--- src/rtl/dadda_config.svh ---
`ifndef DADDA_CONFIG_SVH
`define DADDA_CONFIG_SVH

// operand width of the multiplier
`define DADDA_OPERAND_W 16

// full product width, never more than twice the operand width
`define DADDA_PRODUCT_W (2 * `DADDA_OPERAND_W)

// edges from operand capture to registered product
`define DADDA_LATENCY 2

`endif

--- src/rtl/dadda_pkg.sv ---
`include "dadda_config.svh"

package dadda_pkg;

  typedef logic [`DADDA_OPERAND_W-1:0] operand_t;
  typedef logic [`DADDA_PRODUCT_W-1:0] product_t;

  // dadda height by layer index, 2 3 4 6 9 13 ...
  // each height is floor(1.5 * previous)
  function automatic int dadda_height(input int idx);
    int h;
    h = 2;
    for (int i = 0; i < idx; i++) begin
      h = (h * 3) / 2;
    end
    return h;
  endfunction

endpackage

--- src/rtl/bk_adder.sv ---
`timescale 1ns/100ps
`include "dadda_config.svh"

module bk_adder
  import dadda_pkg::*;
#(
  parameter int WIDTH = `DADDA_PRODUCT_W
) (
  input  product_t a,
  input  product_t b,
  output product_t sum
);

  localparam int LEVELS = $clog2(WIDTH);

  logic [WIDTH-1:0] gen;
  logic [WIDTH-1:0] prop;
  logic [WIDTH-1:0] grp_gen;
  logic [WIDTH-1:0] grp_prop;

  // bitwise generate and propagate
  assign gen  = a & b;
  assign prop = a ^ b;

  // prefix tree, built in place
  // positions read at a level are never written at that same level
  always_comb begin
    int step;

    grp_gen  = gen;
    grp_prop = prop;

    // up-sweep, span doubles each level
    for (int l = 0; l < LEVELS; l++) begin
      step = 1 << l;
      for (int i = 0; i < WIDTH; i++) begin
        if ((i + 1) % (2 * step) == 0) begin
          grp_gen[i]  = grp_gen[i] | (grp_prop[i] & grp_gen[i-step]);
          grp_prop[i] = grp_prop[i] & grp_prop[i-step];
        end
      end
    end

    // down-sweep fills the positions between the up-sweep spines
    for (int l = LEVELS - 2; l >= 0; l--) begin
      step = 1 << l;
      for (int i = 2 * step; i < WIDTH; i++) begin
        if ((i + 1) % (2 * step) == step) begin
          grp_gen[i]  = grp_gen[i] | (grp_prop[i] & grp_gen[i-step]);
          grp_prop[i] = grp_prop[i] & grp_prop[i-step];
        end
      end
    end
  end

  // carry into bit i is the group generate of bits i-1 down to 0
  // no carry in, top carry out unused
  assign sum = prop ^ {grp_gen[WIDTH-2:0], 1'b0};

endmodule

--- config.mk ---
export PLATFORM = sky130hd
export DESIGN_NAME = bk_adder
export DESIGN_NICKNAME = d
export VERILOG_FILES = /design/src/rtl/dadda_pkg.sv /design/src/rtl/bk_adder.sv
export VERILOG_INCLUDE_DIRS = /design/src /design/src/rtl
export SDC_FILE = /design/constraint.sdc
export NUM_CORES = 1
export LEC_CHECK = 0
export BUFFER_PORTS_ARGS = -buffer_cell sky130_fd_sc_hd__buf_2
export CORE_AREA = 5 5 79 81
export DETAILED_ROUTE_END_ITERATION = 7
export DIE_AREA = 0 0 84 86
export GPL_TIMING_DRIVEN = 1
export PLACE_DENSITY_LB_ADDON = 0.25
export SLEW_MARGIN = 20
export SYNTH_ARGS = -nofsm -noshare
export SYNTH_HDL_FRONTEND = slang
export SYNTH_SLANG_ARGS = --single-unit
--- constraint.sdc ---
create_clock -name vclk -period 4.5
set_input_delay 0.45 -clock vclk [all_inputs]
set_output_delay 0.45 -clock vclk [all_outputs]
set_load 0.005 [all_outputs]
* Word-level counts from Yosys, hierarchy flattened
Index checks and enable logic that the tools add are counted.
** Cells by class
- Bitwise operators :: 129
** Operator list (count)
- $and 1x1->1 :: 74
- $xor 32x32->32 :: 2
- $or 1x1->1 :: 52
- $and 31x31->31 :: 1
** Word-level totals
- Register bits :: 0
- Input bits :: 64
- Output and inout port bits :: 32
- Word-level logic and storage cells :: 129

* Logic depth before layout (Yosys ltp)
- Word-level depth :: 18
- Gate-level depth with buffers :: 10
- Gate-level depth less buffers :: 10

* Worst setup path before layout
No wires, ideal clock.
- Path kind :: input-to-output
- From :: input a[0]
- To :: output sum[31]
- Arrival :: 2.817 ns
- Data required time :: 4.050 ns
- Setup slack :: 1.233 ns
- Cell stages on the path :: 10
- Path through :: ha_1 -> fa_1 -> a211o_1 -> a211oi_2 -> o31ai_2 -> a41o_2 -> o21ai_4 -> o31ai_2 -> fa_1 -> xnor2_1
** Between the ends
- Cells in the longest elaborated chain, start to end :: 18
** Ends and longest elaborated chain
- start: declaration :: RTL line bk_adder.sv:9 : input product_t a,
- $and 31x31->31 :: RTL line bk_adder.sv:22 : assign gen = a & b;
- $and 1x1->1 :: RTL line bk_adder.sv:38 : grp_gen[i] = grp_gen[i] | (grp_prop[i] & grp_gen[i-step]);
- $or 1x1->1 :: RTL line bk_adder.sv:38
- $and 1x1->1 :: RTL line bk_adder.sv:38
- $or 1x1->1 :: RTL line bk_adder.sv:38
- $and 1x1->1 :: RTL line bk_adder.sv:38
- $or 1x1->1 :: RTL line bk_adder.sv:38
- $and 1x1->1 :: RTL line bk_adder.sv:38
- (+2 left out)
- $or 1x1->1 :: RTL line bk_adder.sv:49 : grp_gen[i] = grp_gen[i] | (grp_prop[i] & grp_gen[i-step]);
- $and 1x1->1 :: RTL line bk_adder.sv:49
- $or 1x1->1 :: RTL line bk_adder.sv:49
- $and 1x1->1 :: RTL line bk_adder.sv:49
- $or 1x1->1 :: RTL line bk_adder.sv:49
- $and 1x1->1 :: RTL line bk_adder.sv:49
- $or 1x1->1 :: RTL line bk_adder.sv:49
- $xor 32x32->32 :: RTL line bk_adder.sv:58 : assign sum = prop ^ {grp_gen[WIDTH-2:0], 1'b0};
- end: declaration :: RTL line bk_adder.sv:11 : output product_t sum
Every way passes these cells.

* Worst setup path after layout
- From :: input a[0]
- To :: output sum[27]
** Between the ends
- Cells in the longest elaborated chain, start to end :: 16
** Ends and longest elaborated chain (RTL line)
- $and 31x31->31 :: bk_adder.sv:22
- $and 1x1->1 :: bk_adder.sv:38
- $or 1x1->1 :: bk_adder.sv:38
- $and 1x1->1 :: bk_adder.sv:38
- $or 1x1->1 :: bk_adder.sv:38
- $and 1x1->1 :: bk_adder.sv:38
- $or 1x1->1 :: bk_adder.sv:38
- $and 1x1->1 :: bk_adder.sv:38
- $or 1x1->1 :: bk_adder.sv:38
- $and 1x1->1 :: bk_adder.sv:49
- $or 1x1->1 :: bk_adder.sv:49
- $and 1x1->1 :: bk_adder.sv:49
- $or 1x1->1 :: bk_adder.sv:49
- $and 1x1->1 :: bk_adder.sv:49
- $or 1x1->1 :: bk_adder.sv:49
- $xor 32x32->32 :: bk_adder.sv:58
Every way passes these cells.

==> results.toml <==
[finish]
nets = 356
seq_area_um2 = 0
layout-drive-gt1-share = 0.420
nFlopsAndLatches = 0
finalNonFillerCells = 317
most-common-layout-cells = "buf_2 (96), inv_1 (30), ha_1 (29)"
syn_to_final_growth_pct = 43.0
num_antenna_cells = 0
fillers = 581
final_common_cell = "buf_2"
postLayoutCellArea_um2 = 1900
nClkBuffers = 0

[sta]
rsz0062_at_grt = "no"
slew-limit-headroom = 0.790
setup_viol = 0
hold_viol = 0
fin_setup_tns_ns = 0
post-route-min-period_ns = 3.65
tightest_slew_ns = 0.314
fmax_mhz = 274
period_share = 0.811
slew_violations = 0

[power_and_ir_drop]
p_int_mw = 0.136
p_per_area_nw_per_um2 = 139
power_switching_mw = 0.128
combPwrFrac = 1.000
p_sw_frac = 0.485
clkPwrFrac = 0
seqPwrFrac = 0
ir_worst_vdd_v = 0.0000514
p_leak_nw = 1.12

[floorplanning]
fp.dieArea_um2 = 7220
core-area_um2 = 5410
rows = 27
ios = 96
start_util = 0.245
die_height_um = 86
die-width_um = 84

[critical_path]
critPathLaunchType = "primary input"
crit_buf_inv = 2
crit_family = "compound AO/OA/AOI/OAI gates"
cp_slowest_stage_delay_ns = 0.40
setup.worst_path.class = "primary input to output port"
end_kind = "output port"
critPathSlowestCell = "fa_1"
crit_path_cell_trace = "buf_2, ha_1, fa_1, a211o_1, a211oi_2, o31ai_2, a41o_2, o21ai_4, o21bai_1, fa_1, xor2_1, buf_2"
required_ns = 4.05
crit_fanout = 4
arrival_ns = 3.20

[place]
io_buffers = 96
dp.cells = 317
place_area_um2 = 1900
dp_hpwl_um = 3280
gp_congestion = 0.733

[status]
outcome = "finished clean"

[yosys]
syn_inst = 149
synthDistinctLibCells = 29
syn_avg_cell_area_um2 = 8.90
yosys.area.top_type = "ha_1"
synth_fp_nets = 258
ys_seq_area_frac = 0
ys_warn_count = 0
synth_top_area_frac = 0.274
syn_area_um2 = 1330
yosys-top-cells-area = "ha_1 (27%), fa_1 (24%), inv_1 (8.5%), xnor2_1 (7.3%), a21o_1 (6.2%)"

[routing]
drt_iter0_markers = 21
detail-route-antenna-nets = 0
drt-total-wl_um = 3410
drt-vias-per-instance = 4.24
drcViolationCount = 0
routedWlPerCell_um = 10.8
first_pass_iters = 4
routed-via-count = 1343

[clock_network]
post_cts_buffers = 0
cts_hold_buf = 0
cts_resized = 0

[global_routing]
grt_pass1_wl_um = 5930
antenna_found_initial = 0
grt_pass1_vias = 1465
grt_max_degree = 6
overflow = 0
grt_usage = 0.0924

[min_path]
hold_class = "primary input to output port"

[flow_run]
max_cap_viol_count = 0
==> path summary, 6_finish.rpt <==
path | depth (start not counted) | startpoint | endpoint
worst min-delay path | 3 | b[0] | sum[0]
worst max-delay path | 12 | a[0] | sum[27]
==> Yosys cell counts, drive strengths merged (2+ instances only) <==
| master | count |
|---|---|
| xor2 | 5 |
| nand4 | 3 |
| inv | 30 |
| xnor2 | 11 |
| fa | 16 |
| nor2 | 4 |
| nand2 | 8 |
| a21oi | 9 |
| o21ai | 3 |
| a31oi | 2 |
| o31ai | 2 |
| o21a | 2 |
| a211oi | 3 |
| ha | 29 |
| a21o | 11 |
==> worst min-delay path, stage by stage <==
cell and delay (ns):
buf_2 0.08, ha_1 0.10, buf_2 0.10
==> routing by layer <==
layer  track usage  routed length [um]
met5             0                   0
met4             0                   0
met3        0.0173                 366
met2         0.184                1720
met1         0.109                1330
==> cell families after synthesis <==
kind of cell	after synthesis	share of synthesized area
adders and majority gates	45	0.515
AOI/OAI and AO/OA	41	0.237
buffers and inverters	30	0.0849
xor gates and xnor gates	16	0.106
and+or+nand+nor	17	0.0576
==> power by group through the flow <==
stage	Sequential [mW]	Clock [mW]	Combinational, mW
after floorplan	0	0	0.155
after detailed placement	0	0	0.269
after global routing	0	0	0.306
final	0	0	0.264
after global placement	0	0	0.268
after CTS	0	0	0.271
==> through the flow <==
step	setup slack, ns	total power [mW]	utilization	hold WS [ns]
global route	0.649	0.306	0.351	1.22
floorplan	1.23	0.155	-	1.01
global placement	0.889	0.268	0.351	1.18
detailed placement	0.857	0.269	0.351	1.18
CTS	0.848	0.271	0.351	1.19
finish	0.851	0.264	0.351	1.19
==> cell type report <==
type,instances,area (um2),share of cell area
Timing Repair Buffer,96,480,0.253
Inverter,30,113,0.0594
Tap cell,72,90.1,0.0475
Multi-Input combinational cell,119,1210,0.640
Note: power is estimated with default switching activity, not from simulation.
