**src/rtl/dadda_config.svh**
```systemverilog
`ifndef DADDA_CONFIG_SVH
`define DADDA_CONFIG_SVH

// operand width of the multiplier
`define DADDA_OPERAND_W 16

// full product width, never more than twice the operand width
`define DADDA_PRODUCT_W (2 * `DADDA_OPERAND_W)

// edges from operand capture to registered product
`define DADDA_LATENCY 2

`endif

```
**src/rtl/dadda_pkg.sv**
```systemverilog
`include "dadda_config.svh"

package dadda_pkg;

  typedef logic [`DADDA_OPERAND_W-1:0] operand_t;
  typedef logic [`DADDA_PRODUCT_W-1:0] product_t;

  // dadda height by layer index, 2 3 4 6 9 13 ...
  // each height is floor(1.5 * previous)
  function automatic int dadda_height(input int idx);
    int h;
    h = 2;
    for (int i = 0; i < idx; i++) begin
      h = (h * 3) / 2;
    end
    return h;
  endfunction

endpackage

```
**src/rtl/partial_product_gen.sv**
```systemverilog
`timescale 1ns/100ps
`include "dadda_config.svh"

module partial_product_gen
  import dadda_pkg::*;
(
  input  operand_t multiplicand,
  input  operand_t multiplier,
  output product_t rows [`DADDA_OPERAND_W]
);

  // row i holds multiplicand gated by multiplier bit i, weighted by 2**i
  always_comb begin
    for (int i = 0; i < `DADDA_OPERAND_W; i++) begin
      rows[i] = product_t'(multiplicand & {`DADDA_OPERAND_W{multiplier[i]}}) << i;
    end
  end

endmodule

```
**config.mk**
```make
export PLATFORM = sky130hd
export DESIGN_NAME = partial_product_gen
export DESIGN_NICKNAME = d
export VERILOG_FILES = /design/src/rtl/dadda_pkg.sv /design/src/rtl/partial_product_gen.sv
export VERILOG_INCLUDE_DIRS = /design/src /design/src/rtl
export SDC_FILE = /design/constraint.sdc
export NUM_CORES = 1
export LEC_CHECK = 0
export BUFFER_PORTS_ARGS = -buffer_cell sky130_fd_sc_hd__buf_2
export CAP_MARGIN = 20
export CORE_AREA = 5 5 210 212
export DETAILED_ROUTE_END_ITERATION = 8
export DIE_AREA = 0 0 215 217
export PLACE_DENSITY_LB_ADDON = 0.08
export SLEW_MARGIN = 20
export SYNTH_ARGS = -nofsm -noshare
export SYNTH_HDL_FRONTEND = slang
export SYNTH_SLANG_ARGS = --single-unit
```
**constraint.sdc**
```tcl
create_clock -name vclk -period 0.8
set_input_delay 0.24 -clock vclk [all_inputs]
set_output_delay 0.24 -clock vclk [all_outputs]
set_load 0.01 [all_outputs]
```
== After elaboration in Yosys (flattened, before gate mapping) ==
Index checks and enable logic that the tools add are counted.
Widths: inputs -> output; s select.

* Bits in registers: 0
* Bits of input ports: 32
* Word-level logic and storage cells: 16

* Bitwise logic cells: 16

{| class="wikitable"
|+ Operators by type and width
! operator !! count
|-
| $and 16x16->16 || 16
|}

== Logic depth before layout (Yosys ltp) ==
* Depth after elaboration: 1
* Gate-level depth with buffers: 2
* Depth with buffers taken out: 1

== Least setup slack after synthesis ==
Ideal clock, no wire load.

* Kind: input port to output port
* Start: input port multiplier[1]
* End: output port rows[460] (netlist bit)
* Arrival time: 0.541 ns
* Required time: 0.560 ns
* Setup slack: 0.019 ns
* Stages on the path: 2
* Path through: buf_6 -> and2_2

{| class="wikitable"
|+ RTL lines
! item !! line !! RTL
|-
| from (decl) || partial_product_gen.sv:8 || <nowiki>input operand_t multiplier,</nowiki>
|-
| to (decl) || partial_product_gen.sv:9 || <nowiki>output product_t rows [`DADDA_OPERAND_W]</nowiki>
|}

==> flow_summary.html <==
<table>
<tr><th>Metric</th><th>Value</th></tr>
<tr><th colspan="2">Outcome</th></tr>
<tr><td>Result of the run</td><td>finished, violations left</td></tr>
<tr><td>Violations in the final reports</td><td>negative setup slack</td></tr>
<tr><th colspan="2">STA</th></tr>
<tr><td>Final Hold Vio Count</td><td>0</td></tr>
<tr><td>Setup TNS</td><td>-23300 ps</td></tr>
<tr><td>Fraction of the cycle the final worst path needs</td><td>127%</td></tr>
<tr><td>Unrepaired setup endpoints after global routing</td><td>true</td></tr>
<tr><td>Final setup slack of the worst path</td><td>-215 ps</td></tr>
<tr><td>Number of max-slew violations in the final report</td><td>0</td></tr>
<tr><td>Setup-failing EPs final</td><td>between 200 and 300</td></tr>
<tr><td>FMAX</td><td>0.985 GHz</td></tr>
<tr><td>Time the final worst path needs with I/O delays and setup</td><td>1010 ps</td></tr>
<tr><th colspan="2">Setup path</th></tr>
<tr><td>CP Capture Type</td><td>output pin</td></tr>
<tr><td>Crit-path max FO</td><td>5</td></tr>
<tr><td>Maximum cell stage delay along the critical path</td><td>150 ps</td></tr>
<tr><td>Library cell appearing most often on the critical path</td><td>sky130_fd_sc_hd__buf_12</td></tr>
<tr><td>Data arrival, critical path</td><td>770 ps</td></tr>
<tr><td>Data required time of the critical path</td><td>560 ps</td></tr>
<tr><td>Slowest CP cell</td><td>sky130_fd_sc_hd__and2_4</td></tr>
<tr><td>Kind of launch point of the worst setup path</td><td>input pin</td></tr>
<tr><td>Worst-path cell chain</td><td>buf_12 -&gt; buf_12 -&gt; and2_4 -&gt; buf_6</td></tr>
<tr><td>Classification of the worst setup path</td><td>input pin to output pin</td></tr>
<tr><th colspan="2">Global routing</th></tr>
<tr><td>Number of global-route vias before repair</td><td>3679</td></tr>
<tr><td>Global-route wire length before repair</td><td>34.6 mm</td></tr>
<tr><td>Antenna violations before repair</td><td>1</td></tr>
<tr><td>Maximum number of pins on one net before global-route repair</td><td>9</td></tr>
<tr><td>GRT Resource Usage Total</td><td>a little over a tenth</td></tr>
<tr><td>Total gr overflow</td><td>0</td></tr>
<tr><th colspan="2">Logic synthesis</th></tr>
<tr><td>Commonest cells post-synth</td><td>272 x sky130_fd_sc_hd__buf_4, 240 x sky130_fd_sc_hd__and2_1, 16 x sky130_fd_sc_hd__and2_2, 16 x sky130_fd_sc_hd__buf_6, 1 x sky130_fd_sc_hd__conb_1</td></tr>
<tr><td>Synth top area share</td><td>53.1%</td></tr>
<tr><td>Share of the synthesized netlist area taken by xor and xnor gates</td><td>0%</td></tr>
<tr><td>Adder and majority gate portion of the synthesized area</td><td>0%</td></tr>
<tr><td>Post-synthesis mux area share</td><td>0%</td></tr>
<tr><td>Dominant combinational cell family by area after synthesis</td><td>buffers and inverters</td></tr>
<tr><td>Post-Synthesis Cells</td><td>between 500 and 600</td></tr>
<tr><td>Main area contributors after synthesis</td><td>sky130_fd_sc_hd__buf_4 53%, sky130_fd_sc_hd__and2_1 39%, sky130_fd_sc_hd__buf_6 4.7%</td></tr>
<tr><td>Yosys Warn Count</td><td>0</td></tr>
<tr><td>Sequential fraction of the synthesis area</td><td>0%</td></tr>
<tr><td>Synthesized area</td><td>between 3000 and 4000 µm²</td></tr>
<tr><td>Cell with the most instances after synthesis</td><td>sky130_fd_sc_hd__buf_4</td></tr>
<tr><td>Simple-Gate Fraction of Synth Area</td><td>42.1%</td></tr>
<tr><td>Avg Inst Size Synth</td><td>~7.1 µm²</td></tr>
<tr><td>Library cell occupying the most area in the post-synthesis netlist</td><td>sky130_fd_sc_hd__buf_4</td></tr>
<tr><td>Count of different cell masters after synthesis</td><td>5</td></tr>
<tr><td>Synth Area in Compound Gates</td><td>0%</td></tr>
<tr><th colspan="2">Cells and area</th></tr>
<tr><td>Final design instance area without fill</td><td>8440 µm²</td></tr>
<tr><td>Area added between synthesis and finish</td><td>119%</td></tr>
<tr><td>Area occupied by registers</td><td>0 µm²</td></tr>
<tr><td>Count of clock-net buffers in the final layout</td><td>0</td></tr>
<tr><td>Sequential cell count</td><td>0</td></tr>
<tr><td>Non-filler instance count after layout</td><td>1378</td></tr>
<tr><td>Number of filler instances in the final layout</td><td>between 4000 and 5000</td></tr>
<tr><td>Final net count</td><td>872</td></tr>
<tr><td>Proportion of layout cells with a drive suffix above 1</td><td>69.0%</td></tr>
<tr><th colspan="2">Place</th></tr>
<tr><td>Gp weighted congestion</td><td>0.658</td></tr>
<tr><td>Instance count after placement with tap cells included</td><td>1346</td></tr>
<tr><td>Port Buffer Count</td><td>roughly 290</td></tr>
<tr><td>Total half-perimeter wirelength after legalization and detailed placement</td><td>16.6 mm</td></tr>
<tr><td>Placement-stage cell area</td><td>4800 µm²</td></tr>
<tr><th colspan="2">Routing</th></tr>
<tr><td>Overall via count from detail_route</td><td>3786</td></tr>
<tr><td>Total Wirelength</td><td>about 28 mm</td></tr>
<tr><td>Pre-antenna DRT Iters</td><td>4</td></tr>
<tr><td>DRT antenna net count</td><td>0</td></tr>
<tr><td>DRC</td><td>0</td></tr>
<tr><td>DRT iter0 DRCs</td><td>78</td></tr>
<tr><td>Average wire per standard cell</td><td>20.2 µm</td></tr>
<tr><td>Vias per inst</td><td>2.75</td></tr>
<tr><th colspan="2">Floorplan</th></tr>
<tr><td>Die X</td><td>215 µm</td></tr>
<tr><td>DIE HEIGHT</td><td>217 µm</td></tr>
<tr><td>Effective utilization at floorplan</td><td>9.21%</td></tr>
<tr><td>Rows</td><td>75</td></tr>
<tr><td>Core area</td><td>about 42000 µm²</td></tr>
<tr><td>Die area</td><td>between 40000 and 50000 µm²</td></tr>
<tr><td>Top-Level Pins</td><td>544</td></tr>
<tr><th colspan="2">Flow run</th></tr>
<tr><td>Number of max-capacitance violations reported</td><td>0</td></tr>
<tr><th colspan="2">Power and ir drop</th></tr>
<tr><td>Peak supply drop</td><td>0.240 mV</td></tr>
<tr><td>PD cells</td><td>612 nW/µm²</td></tr>
<tr><td>Standby leakage power</td><td>4.34 nW</td></tr>
<tr><th colspan="2">Clock network</th></tr>
<tr><td>Post-CTS repair timing setup buffer count</td><td>0</td></tr>
<tr><th colspan="2">Min path</th></tr>
<tr><td>Min-Delay Path Class</td><td>input pin to output pin</td></tr>
</table>
## power breakdown
part / total, mW / switching [mW] / internal, mW / leakage (nW)
logic: 5.16 / 2.28 / 2.88 / 4.34
registers: 0 / 0 / 0 / 0
clock network: 0.000000162 / 0 / 0.000000162 / 0.00000634
## routing by layer
metal | vias to the layer above | track usage, % | part of all wire (%)
met2 | 277 | 20.6 | 54
met5 | - | 0 | 0
met3 | 6 | 1.97 | 6.9
met4 | 0 | 0.363 | 0.59
li1 | 1702 | - | -
met1 | 1801 | 12.9 | 39
## cell usage in the layout, fill, tap and decap left out
master / n
sky130_fd_sc_hd__conb_1: 256
sky130_fd_sc_hd__buf_6: 254
sky130_fd_sc_hd__and2_4: 252
sky130_fd_sc_hd__buf_16: 45
sky130_fd_sc_hd__buf_12: 22
sky130_fd_sc_hd__and2_1: 4
sky130_fd_sc_hd__buf_2: 4
sky130_fd_sc_hd__diode_2: 1
sky130_fd_sc_hd__buf_8: 1
## cell families after synthesis
group,Yosys count
buffers and inverters,288
other,1
and+or+nand+nor,256
## critical path: cells and delay by family
kind,cells,cell delay (ps)
and+or+nand+nor,1,150
buffers and inverters,3,370
## metrics by stage
step           power (mW)  hold slack [ps]  setup slack, ps  utilization (%)
5_1_grt              5.49              799             -226             20.2
6_report             5.16              788             -215             20.2
3_3_place_gp         2.82              912             -399             11.5
4_1_cts              4.79              784             -236             18.6
2_1_floorplan        2.54              619             19.1                -
3_5_place_dp         2.77              894             -402             11.5
## cell type report
cell class         instances  area [µm²]  share of cell area [%]
multi-input cells        512        3190                    37.8
well taps                539         674                    7.99
diodes                     1        2.50                  0.0296
repair buffers           326        4570                    54.2
## final timing paths
kind,slack [ps],start,depth (start not counted),endpoint
setup / recovery,-210,multiplier[4],4,rows[363]
hold / removal,790,multiplicand[7],3,rows[487]
## repair_timing
item | CTS | global route
hold buffers | 0 | 0
gates resized for setup | 564 | 166
setup endpoints to repair | 256 | 256
pin swaps | 139 | 47
cloned | 32 | 0
Power figures use the tool's default switching activity.
