**config.mk**
```make
export PLATFORM = sky130hd
export DESIGN_NAME = dadda_stage
export DESIGN_NICKNAME = d
export VERILOG_FILES = /design/src/rtl/dadda_pkg.sv /design/src/rtl/dadda_stage.sv
export VERILOG_INCLUDE_DIRS = /design/src /design/src/rtl
export SDC_FILE = /design/constraint.sdc
export NUM_CORES = 1
export LEC_CHECK = 0
export ABC_AREA = 1
export BUFFER_PORTS_ARGS = -buffer_cell sky130_fd_sc_hd__buf_4
export CAP_MARGIN = 5
export CORE_AREA = 4 4 60 62
export DETAILED_ROUTE_END_ITERATION = 10
export DIE_AREA = 0 0 64 66
export GPL_ROUTABILITY_DRIVEN = 0
export PLACE_DENSITY = 0.78
export SYNTH_ARGS = -nofsm -noshare
export SYNTH_HDL_FRONTEND = slang
export SYNTH_SLANG_ARGS = --single-unit
```
**constraint.sdc**
```tcl
create_clock -name vclk -period 0.9
set_input_delay 0.135 -clock vclk [all_inputs]
set_output_delay 0.135 -clock vclk [all_outputs]
set_load 0.1 [all_outputs]
```
**src/rtl/dadda_config.svh**
```systemverilog
`ifndef DADDA_CONFIG_SVH
`define DADDA_CONFIG_SVH

// operand width of the multiplier
`define DADDA_OPERAND_W 16

// full product width, never more than twice the operand width
`define DADDA_PRODUCT_W (2 * `DADDA_OPERAND_W)

// edges from operand capture to registered product
`define DADDA_LATENCY 2

`endif

```
**src/rtl/dadda_pkg.sv**
```systemverilog
`include "dadda_config.svh"

package dadda_pkg;

  typedef logic [`DADDA_OPERAND_W-1:0] operand_t;
  typedef logic [`DADDA_PRODUCT_W-1:0] product_t;

  // dadda height by layer index, 2 3 4 6 9 13 ...
  // each height is floor(1.5 * previous)
  function automatic int dadda_height(input int idx);
    int h;
    h = 2;
    for (int i = 0; i < idx; i++) begin
      h = (h * 3) / 2;
    end
    return h;
  endfunction

endpackage

```
**src/rtl/dadda_stage.sv**
```systemverilog
`timescale 1ns/100ps

module dadda_stage
  import dadda_pkg::*;
#(
  parameter int IN_ROWS  = 3,
  parameter int OUT_ROWS = 2
) (
  input  product_t rows_in  [IN_ROWS],
  output product_t rows_out [OUT_ROWS]
);

  localparam int PW = $bits(product_t);

  // most full adders one column can feed
  localparam int MAX_FA = IN_ROWS / 3;

  // Every bit position of every input row is treated as present, so the
  // adder layout per column depends only on IN_ROWS and the incoming
  // carry count. With consecutive Dadda heights a column never needs more
  // full adders than it has bits.
  always_comb begin
    logic [IN_ROWS-1:0] col;
    logic [IN_ROWS-1:0] cin;
    logic [IN_ROWS-1:0] cout;
    int n_cin;
    int n_fa;
    int n_ha;
    int n_add;
    int excess;
    int used;
    int slot;

    cin   = '0;
    n_cin = 0;
    for (int r = 0; r < OUT_ROWS; r++) begin
      rows_out[r] = '0;
    end

    for (int c = 0; c < PW; c++) begin
      for (int r = 0; r < IN_ROWS; r++) begin
        col[r] = rows_in[r][c];
      end

      // bits above target height
      // a full adder removes two of them, a half adder one
      excess = IN_ROWS + n_cin - OUT_ROWS;
      if (excess < 0) begin
        excess = 0;
      end
      n_fa = excess / 2;
      n_ha = excess % 2;

      cout = '0;
      slot = 0;
      used = 0;

      // full adders, sum stays here and carry goes one column up
      for (int f = 0; f < MAX_FA; f++) begin
        if (f < n_fa) begin
          rows_out[slot][c] = col[used] ^ col[used+1] ^ col[used+2];
          cout[slot]        = (col[used] & col[used+1]) |
                              (col[used+2] & (col[used] ^ col[used+1]));
          slot++;
          used += 3;
        end
      end

      // at most one half adder for an odd excess
      if (n_ha == 1 && used + 1 < IN_ROWS) begin
        rows_out[slot][c] = col[used] ^ col[used+1];
        cout[slot]        = col[used] & col[used+1];
        slot++;
        used += 2;
      end
      n_add = slot;

      // untouched bits pass straight through
      for (int r = 0; r < IN_ROWS; r++) begin
        if (r >= used && slot < OUT_ROWS) begin
          rows_out[slot][c] = col[r];
          slot++;
        end
      end

      // carries produced by the column below in this same layer
      for (int k = 0; k < IN_ROWS; k++) begin
        if (k < n_cin && slot < OUT_ROWS) begin
          rows_out[slot][c] = cin[k];
          slot++;
        end
      end

      // carries out of the top column fall off, product fits in PW bits
      cin   = cout;
      n_cin = n_add;
    end
  end

endmodule

```
==> Word level (Yosys, flattened, before mapping) <==
Cells that the tools add are included.
{ "classes": {"n_bitwise": 154} }
{ "op_table": {"columns": ["operator", "n"], "rows": [
  ["$xor 1x1->1", 63],
  ["$and 1x1->1", 61],
  ["$or 1x1->1", 30]
]} }
{ "totals": {"reg_bits": 0, "in_bits": 96, "out_inout_bits": 64, "wordCells": 154} }

==> Longest topological paths before layout <==
Gate-level depths: netlist of run 1.
{ "logic_depth": {"ltp_word": 3, "depth_mapped": 5} }

==> Least setup slack after synthesis of run 1 <==
OpenSTA, ideal clock, no wires.
{ "synth_timing": {"kind": "input to output", "startpoint": "in rows_in[1] in the netlist's numbering", "endpoint": "out rows_out[33] in the netlist's numbering", "arrival_time_ns": 1.310, "t_required_ns": 0.765, "path_slack_ns": -0.545, "path_stages": 1, "path_buffers": 0, "cell_sequence": "fa_1"} }
{ "synth_between": {"elab_chain_len": 1} }
{ "synth_rtl": {"columns": ["item", "line", "text"], "rows": [
  ["start, declared", "dadda_stage.sv:9", "input product_t rows_in [IN_ROWS],"],
  ["$xor 1x1->1", "dadda_stage.sv:61", "rows_out[slot][c] = col[used] ^ col[used+1] ^ col[used+2];"],
  ["end, declared", "dadda_stage.sv:10", "output product_t rows_out [OUT_ROWS]"]
]} }
Every way passes these cells.

==> results of run 1 <==
[cell families (layout without fill, tap and decap cells)]
logic type	after synthesis	in the layout
adder cells (fa/ha/maj)	31	31
buffers and inverters	4	161
AND/OR/NAND/NOR	6	6
[per-stage QoR]
step / area, um2 / power [uW]
after floorplan: 735.7 / 3084
after global placement: 1969 / 3597
after detailed placement: 1969 / 3640
after CTS: 2585 / 4542
after global routing: 2701 / 4789
final: 2701 / 4708
[worst max-delay path: cells and delay by family]
kind       cells  cell delay, ns
buf+inv        2            0.31
fa+ha+maj      1            0.57
[area by class of cell]
cell class                 instances  area share (%)
timing repair buffer             158           70.82
multi-input combinational         37           26.73
tap                               44           2.038
inverter                           3          0.4169
[what timing repair did]
item	CTS	global route
setup endpoints to repair	62	62
pin swaps	30	22
cloned	0	0
hold buffers	0	0
gates resized for setup	154	32
[cell usage in the layout (no fill, tap or decap)]
cell     instances
buf_12          35
buf_4           47
buf_6           75
buf_8            1
fa_2            30
ha_2             1
inv_1            1
inv_2            2
nand2_1          2
nand2_2          3
nand3_1          1
[power by group]
part           switching [uW]  internal, uW  leakage (uW)
combinational            3050          1650       0.00125
sequential                  0             0             0
clock                       0             0             0
[final timing paths]
| check | endpoint | slack, ns |
|---|---|---|
| worst max-delay path | rows_out[40] | -0.25 |
| worst min-delay path | rows_out[0] | 0.27 |
[layer usage]
metal / share of wire [%] / up-vias / GRT usage, %
li1: - / 435 / -
met3: 8.7 / 10 / 5.102
met5: 0 / - / 0
met1: 33 / 581 / 27.24
met4: 2.2 / 0 / 4.582
met2: 56 / 86 / 53.68
==> impl_metrics.json, run 1 <==
{
  "status": "complete, but fails checks",
  "violations": "negative setup slack",
  "period_needed_ns": 1.154,
  "synth_fp_nets": 168,
  "critPathKind": "in -> out",
  "yosys.area.top_type_share_pct": 91.60,
  "vias": 1112,
  "worst_slew_pin_slew_ns": 0.2805,
  "synth_area_um2": 655.6,
  "die_y_um": 66,
  "finalSetupTns_ns": -8.668,
  "first_pass_iters": 4,
  "post-route-period-util_pct": 128.3,
  "setup_slack_ns": -0.2545,
  "ant_nets": 0,
  "required_ns": 0.76,
  "synthTopCellsByArea": "fa_1 (92%), nand2_1 (2.9%), ha_1 (1.9%)",
  "num_rows": 20,
  "cp-end-kind": "output pin",
  "synth_commonest_cells": "fa_1 (30), nand2_1 (5), inv_1 (3)",
  "cp-start-kind": "input port",
  "hold_viol_final": 0,
  "synth.distinct_cells": 6,
  "grt_max_degree": 3,
  "yosysTopAreaCell": "fa_1",
  "num-fill-cells": 126,
  "core_um2": 3028,
  "synth-compound-area-share_pct": 0,
  "remaining_drc_errors": 0,
  "crit_path_top_delay_cell": "fa_2",
  "vias_per_cell": 4.595,
  "grt-ovfl-total": 0,
  "die-area_um2": 4224,
  "crit_path_max_fanout": 1,
  "peakVddDrop_mv": 0.9800,
  "seq_cells": 0,
  "die_w_um": 64,
  "grt_pass1_wl_um": 8086,
  "antenna_found_initial": 0,
  "synth-simple-area-share_pct": 3.626,
  "io_buffers": 158,
  "drv_cap": 0,
  "hp-start": "rows_in[0]",
  "wl_um": 6495,
  "drtIter0Drc": 53,
  "worstPathCellList": "buf_4, fa_2, buf_12",
  "synth_most_common_cell": "fa_1",
  "synth_warnings": 0,
  "final-seq-area_um2": 0,
  "cpPeakStageDelay_ns": 0.57,
  "antenna_cells": 0,
  "p_per_area_nw_per_um2": 1743,
  "hp-class": "in -> out",
  "cts_setup_buffers": 0,
  "avgSynthCellArea_um2": 15.99,
  "stdcell_count": 242,
  "nClkBuffers": 0,
  "grt_pass1_vias": 1330,
  "setup.worst_path.start": "rows_in[40]",
  "place_inst": 242,
  "fin_util_pct": 89.21,
  "boundaryPins": 160,
  "leakage_uw": 0.001248,
  "synth_top_family_by_area": "adder cells",
  "initial_utilization_pct": 21.65,
  "dp_slack_ns": -0.3536,
  "synth_adder_area_share_pct": 93.51,
  "muxShareOfSynthArea_pct": 0,
  "drive_above_1_share_pct": 97.98,
  "slew_headroom_pct": 81.45,
  "finalMaxSlewViolations": 0,
  "final_nets": 327,
  "wl_per_cell_um": 26.84,
  "rsz0062_at_grt": "yes",
  "syn_inst": 41,
  "synth_xor_area_share_pct": 0,
  "grt_use_total_pct": 26.19,
  "ys_seq_area_share_pct": 0,
  "fmax_mhz": 866.2,
  "multi_input_area_um2": 721.9,
  "area_growth_pct": 312.0,
  "holdWs_ns": 0.2703,
  "min_path_cells": 0,
  "setup_viol_count_final": 60,
  "cp_data_arrival_time_ns": 1.02
}
Note: power is estimated with default switching activity, not from simulation.
==> run 2: changes to the inputs <==
--- a/config.mk
+++ b/config.mk
@@ -9,11 +9,12 @@
 export ABC_AREA = 1
 export BUFFER_PORTS_ARGS = -buffer_cell sky130_fd_sc_hd__buf_4
 export CAP_MARGIN = 5
-export CORE_AREA = 4 4 60 62
+export CORE_MARGIN = 5
+export CORE_UTILIZATION = 23
 export DETAILED_ROUTE_END_ITERATION = 10
-export DIE_AREA = 0 0 64 66
 export GPL_ROUTABILITY_DRIVEN = 0
-export PLACE_DENSITY = 0.78
+export PLACE_DENSITY_LB_ADDON = 0.12
+export SETUP_SLACK_MARGIN = 0.05
 export SYNTH_ARGS = -nofsm -noshare
 export SYNTH_HDL_FRONTEND = slang
 export SYNTH_SLANG_ARGS = --single-unit
==> run 2 against run 1 <==
Effect of this change: synthesized cell count is the same; the run now fails in global routing; area after synthesis is the same.
==> impl_metrics.json, run 2 <==
{
  "io_buffers": 158,
  "status": "aborted with a tool error",
  "crit_endpoint": "rows_out[54]",
  "num_rows": 19,
  "grt_max_degree": 3,
  "tool.error": "[ERROR DPL-0033] detailed placement checks failed during check placement.",
  "synth_most_common_cell": "fa_1",
  "flow.stopped_at": "global routing",
  "syn_inst": 41,
  "yosysTopAreaCell": "fa_1",
  "boundaryPins": 160,
  "hpwl_um": 3843,
  "synth_commonest_cells": "fa_1 (30), nand2_1 (5), inv_1 (3)",
  "antenna_found_initial": 0,
  "synth_warnings": 0,
  "synth_area_um2": 655.6,
  "synth.distinct_cells": 6,
  "place_inst": 229,
  "avgSynthCellArea_um2": 15.99,
  "synthTopCellsByArea": "fa_1 (92%), nand2_1 (2.9%), ha_1 (1.9%)",
  "die_y_um": 63.39,
  "synth_fp_nets": 168,
  "worst-ep-kind": "primary output",
  "yosys.area.top_type_share_pct": 91.60,
  "die_w_um": 63.39,
  "ys_seq_area_share_pct": 0,
  "initial_utilization_pct": 23.98
}
-- run 2: cell counts after synthesis --
No cell type changed its count.
-- run 2: through the flow --
| step | setup TNS (ns) | setup slack [ns] | instance area (um2) |
|---|---|---|---|
| 4_1_cts | -7.822 | -0.2515 | 2584 |
| 3_5_place_dp | -12.52 | -0.3539 | 1963 |
| 2_1_floorplan | -8.226 | -0.2742 | 745.7 |
| 3_3_place_gp | -12.14 | -0.3309 | 1963 |
-- run 2: repair_timing --
action / CTS
hold buffers: 0
gates resized for setup: 157
pin swaps: 34
endpoints found under the setup margin: 62
setup buffers: 0
-- run 2: kinds of logic after synthesis --
| logic type | Yosys count | share of synthesized area, % |
|---|---|---|
| fa+ha+maj | 31 | 93.51 |
| buf+inv | 4 | 2.863 |
| simple gates | 6 | 3.626 |
==> run 3: changes to the inputs <==
--- a/config.mk
+++ b/config.mk
@@ -9,12 +9,11 @@
 export ABC_AREA = 1
 export BUFFER_PORTS_ARGS = -buffer_cell sky130_fd_sc_hd__buf_4
 export CAP_MARGIN = 5
-export CORE_MARGIN = 5
-export CORE_UTILIZATION = 23
+export CORE_AREA = 5 5 66 68
 export DETAILED_ROUTE_END_ITERATION = 10
+export DIE_AREA = 0 0 71 73
 export GPL_ROUTABILITY_DRIVEN = 0
-export PLACE_DENSITY_LB_ADDON = 0.12
-export SETUP_SLACK_MARGIN = 0.05
+export PLACE_DENSITY_LB_ADDON = 0.15
 export SYNTH_ARGS = -nofsm -noshare
 export SYNTH_HDL_FRONTEND = slang
 export SYNTH_SLANG_ARGS = --single-unit
==> run 3 against run 2 <==
Effect of this change: the flow now finishes, with violations (negative setup slack).
==> impl_metrics.json, run 3 (same netlist as run 1, synthesis figures left out) <==
{
  "status": "complete, but fails checks",
  "violations": "negative setup slack",
  "p_comb_share_pct": 100.0,
  "seqPwrFrac_pct": 0,
  "hp-class": "in -> out",
  "dpl-instance-area_um2": 1977,
  "boundaryPins": 160,
  "worstPathCellList": "buf_6, fa_2, buf_12",
  "first_pass_iters": 4,
  "leakage_uw": 0.001243,
  "grt_pass1_wl_um": 6285,
  "grt_use_total_pct": 15.50,
  "grt-ovfl-total": 0,
  "totalPowerFinal_uw": 4584,
  "setup_viol_count_final": 60,
  "antenna_cells": 0,
  "vias_per_cell": 4.101,
  "final_nets": 327,
  "cpPeakStageDelay_ns": 0.60,
  "cp_data_arrival_time_ns": 1.01,
  "dp_slack_ns": -0.3407,
  "worst_slew_pin_slew_ns": 0.2795,
  "wl_um": 4279,
  "post-route-period-util_pct": 127.3,
  "grt_max_degree": 3,
  "area_growth_pct": 311.3,
  "crit_path_max_fanout": 1,
  "setup_slack_ns": -0.2454,
  "final_common_cell": "buf_6",
  "drive_above_1_share_pct": 98.48,
  "die-area_um2": 5183,
  "fmax_mhz": 873.1,
  "cp-end-kind": "output pin",
  "switchingPower_uw": 2966,
  "drtIter0Drc": 6,
  "critPathKind": "in -> out",
  "drv_cap": 0,
  "critPathBufInv": 2,
  "seq_cells": 0,
  "wl_per_cell_um": 17.25,
  "die_w_um": 71,
  "cts_hold_buffers": 0,
  "multi_input_area_um2": 726.9,
  "core_um2": 3799,
  "nClkBuffers": 0,
  "vias": 1017,
  "final_cell_mix": "buf_6 (77), buf_4 (47), buf_12 (33)",
  "slew_headroom_pct": 81.52,
  "stdcell_area_um2": 2696,
  "p_clk_share_pct": 0,
  "num-fill-cells": 267,
  "period_needed_ns": 1.145,
  "ant_nets": 0,
  "cp-start-kind": "input port",
  "final-seq-area_um2": 0,
  "die_y_um": 73,
  "stdcell_count": 248,
  "required_ns": 0.76,
  "finalMaxSlewViolations": 0,
  "hold_viol_final": 0,
  "crit_path_top_delay_cell": "fa_2",
  "rsz0062_at_grt": "yes",
  "antenna_found_initial": 0,
  "swShare_pct": 64.72,
  "p_per_area_nw_per_um2": 1700,
  "io_buffers": 158,
  "num_rows": 23,
  "p_int_uw": 1617,
  "remaining_drc_errors": 0,
  "peakVddDrop_mv": 0.9554,
  "hpwl_um": 3388,
  "crit_family": "adder cells",
  "place_inst": 248,
  "cts_setup_buffers": 0,
  "initial_utilization_pct": 17.26,
  "grt_pass1_vias": 1355
}
## run 3: final cells by class
type / instances / share of cell area (%)
Timing Repair Buffer: 158 / 70.30
Multi-Input combinational cell: 37 / 26.96
Inverter: 3 / 0.4176
Tap cell: 50 / 2.320
## run 3: metrics by stage
stage / utilization [%] / hold WS [ns] / setup TNS [ns]
floorplan: - / 0.4815 / -8.226
global placement: 52.04 / 0.2712 / -12.14
detailed placement: 52.04 / 0.2712 / -12.55
CTS: 68.15 / 0.2712 / -7.812
global route: 70.98 / 0.2702 / -8.622
finish: 70.98 / 0.2700 / -7.881
## run 3: power by group through the flow
stage | Clock [uW] | Combinational (uW) | Sequential [uW]
after floorplan | 0 | 3080 | 0
after global placement | 0 | 3570 | 0
after detailed placement | 0 | 3610 | 0
after CTS | 0 | 4520 | 0
after global routing | 0 | 4720 | 0
final | 0 | 4580 | 0
## run 3: worst paths after layout
path / start / end / slack (ns) / cells past startpoint
setup / recovery: rows_in[3] / rows_out[35] / -0.25 / 3
hold / removal: rows_in[0] / rows_out[0] / 0.27 / 0
## run 3: what timing repair did
| action | CTS | global route |
|---|---|---|
| endpoints found under the setup margin | 62 | 62 |
| gates resized for setup | 153 | 30 |
| pin swaps | 30 | 22 |
## run 3: routing by layer
| layer | vias to the layer above | wire length (um) | track usage [%] |
|---|---|---|---|
| li1 | 435 | - | - |
| met1 | 503 | 937 | 12.89 |
| met2 | 73 | 2943 | 35.12 |
| met3 | 6 | 327 | 3.719 |
| met4 | 0 | 71 | 3.132 |
| met5 | - | 0 | 0 |
==> run 4: changes to the inputs <==
==> constraint.sdc (replaced) <==
create_clock -name vclk -period 1
set_input_delay 0.15 -clock vclk [all_inputs]
set_output_delay 0.15 -clock vclk [all_outputs]
set_load 0.1 [all_outputs]
==> run 4 against run 3 <==
Effect of this change: the run still ends with negative setup slack left; routed wire length fell by 2.9%; setup slack better by 0.065 ns; final cell count did not move; critical path depth did not move; via count fell by 0.49%; total power shrank 11%; sequential share of layout area unchanged; die area unchanged; utilization is 1.4 points lower; combinational power down 11%; critical path type unchanged; global-route usage down 0.52 points.
==> impl_metrics.json, run 4 (same netlist as run 1, synthesis figures left out) <==
{
  "status": "complete, but fails checks",
  "violations": "negative setup slack",
  "p_comb_share_pct": 100.0,
  "peakVddDrop_mv": 0.8557,
  "place_inst": 248,
  "p_clk_share_pct": 0,
  "setup_viol_count_final": 30,
  "crit_path_max_fanout": 1,
  "slew_headroom_pct": 81.34,
  "finalMaxSlewViolations": 0,
  "switchingPower_uw": 2659,
  "hpwl_um": 3388,
  "first_pass_iters": 2,
  "wl_per_cell_um": 16.75,
  "p_per_area_nw_per_um2": 1541,
  "initial_utilization_pct": 17.26,
  "seq_cells": 0,
  "hp-class": "in -> out",
  "ant_nets": 0,
  "fin_util_pct": 69.63,
  "final_nets": 327,
  "period_needed_ns": 1.181,
  "final_common_cell": "buf_6",
  "worst_slew_pin_slew_ns": 0.2822,
  "die_w_um": 71,
  "post-route-period-util_pct": 118.1,
  "core_um2": 3799,
  "totalPowerFinal_uw": 4075,
  "wl_um": 4154,
  "min_path_cells": 0,
  "grt_max_degree": 3,
  "boundaryPins": 160,
  "grt-ovfl-total": 0,
  "fmax_mhz": 847.1,
  "remaining_drc_errors": 0,
  "vias_per_cell": 4.081,
  "io_buffers": 158,
  "final_cell_mix": "buf_6 (76), buf_4 (51), fa_2 (30), buf_12 (30), nand2_1 (4)",
  "area_growth_pct": 303.4,
  "cp-end-kind": "output pin",
  "swShare_pct": 65.23,
  "seqPwrFrac_pct": 0,
  "leakage_uw": 0.001228,
  "cp-start-kind": "input port",
  "hold_viol_final": 0,
  "critPathKind": "in -> out",
  "antenna_found_initial": 0,
  "die_y_um": 73,
  "final-seq-area_um2": 0,
  "die-area_um2": 5183,
  "grt_pass1_vias": 1301,
  "vias": 1012,
  "drive_above_1_share_pct": 95.96,
  "required_ns": 0.85,
  "cp_data_arrival_time_ns": 1.03,
  "stdcell_count": 248,
  "nClkBuffers": 0,
  "antenna_cells": 0,
  "rsz0062_at_grt": "yes",
  "num_rows": 23,
  "grt_pass1_wl_um": 6092,
  "p_int_uw": 1417,
  "setup_slack_ns": -0.1805,
  "num-fill-cells": 274,
  "holdWs_ns": 0.3000,
  "finalSetupTns_ns": -4.779,
  "grt_use_total_pct": 14.97,
  "drv_cap": 0,
  "drtIter0Drc": 9
}
run 4: power by group through the flow:
stage | clock network, uW | registers (uW) | logic (uW)
after floorplan | 0 | 0 | 2780
after global placement | 0 | 0 | 3210
after detailed placement | 0 | 0 | 3250
after CTS | 0 | 0 | 3990
after global routing | 0 | 0 | 4190
final | 0 | 0 | 4080
run 4: final cells by class:
cell class                      count  area [um2]  share of cell area (%)
Inverter                            3       11.26                  0.4257
Timing Repair Buffer              158        1854                   70.10
Multi-Input combinational cell     37       716.9                   27.10
Tap cell                           50       62.56                   2.365
run 4: what timing repair did:
item,4_1_cts,5_1_grt
pin swaps,30,18
setup endpoints to repair,60,48
buffers inserted,0,0
hold buffers,0,0
gates resized for setup,129,39
cloned,0,0
run 4: path summary, 6_finish.rpt:
kind / from / endpoint / slack [ns]
max: rows_in[10] / rows_out[42] / -0.18
min: rows_in[0] / rows_out[0] / 0.30
run 4: worst max-delay path: stages:
cell and delay (ns):
buf_6 0.10, fa_2 0.60, buf_12 0.18
run 4: layer usage:
metal,global-route usage [%],wire length (um),vias to the layer above
met5,0,0,-
met3,4.408,323,8
met2,33.16,2795,79
li1,-,-,435
met1,12.98,926,490
met4,2.088,108,0
run 4: stage by stage:
stage	instance area, um2	setup slack [ns]
floorplan	735.7	-0.2042
detailed placement	1977	-0.2707
global route	2645	-0.1887
CTS	2499	-0.1723
finish	2645	-0.1805
global placement	1977	-0.2616
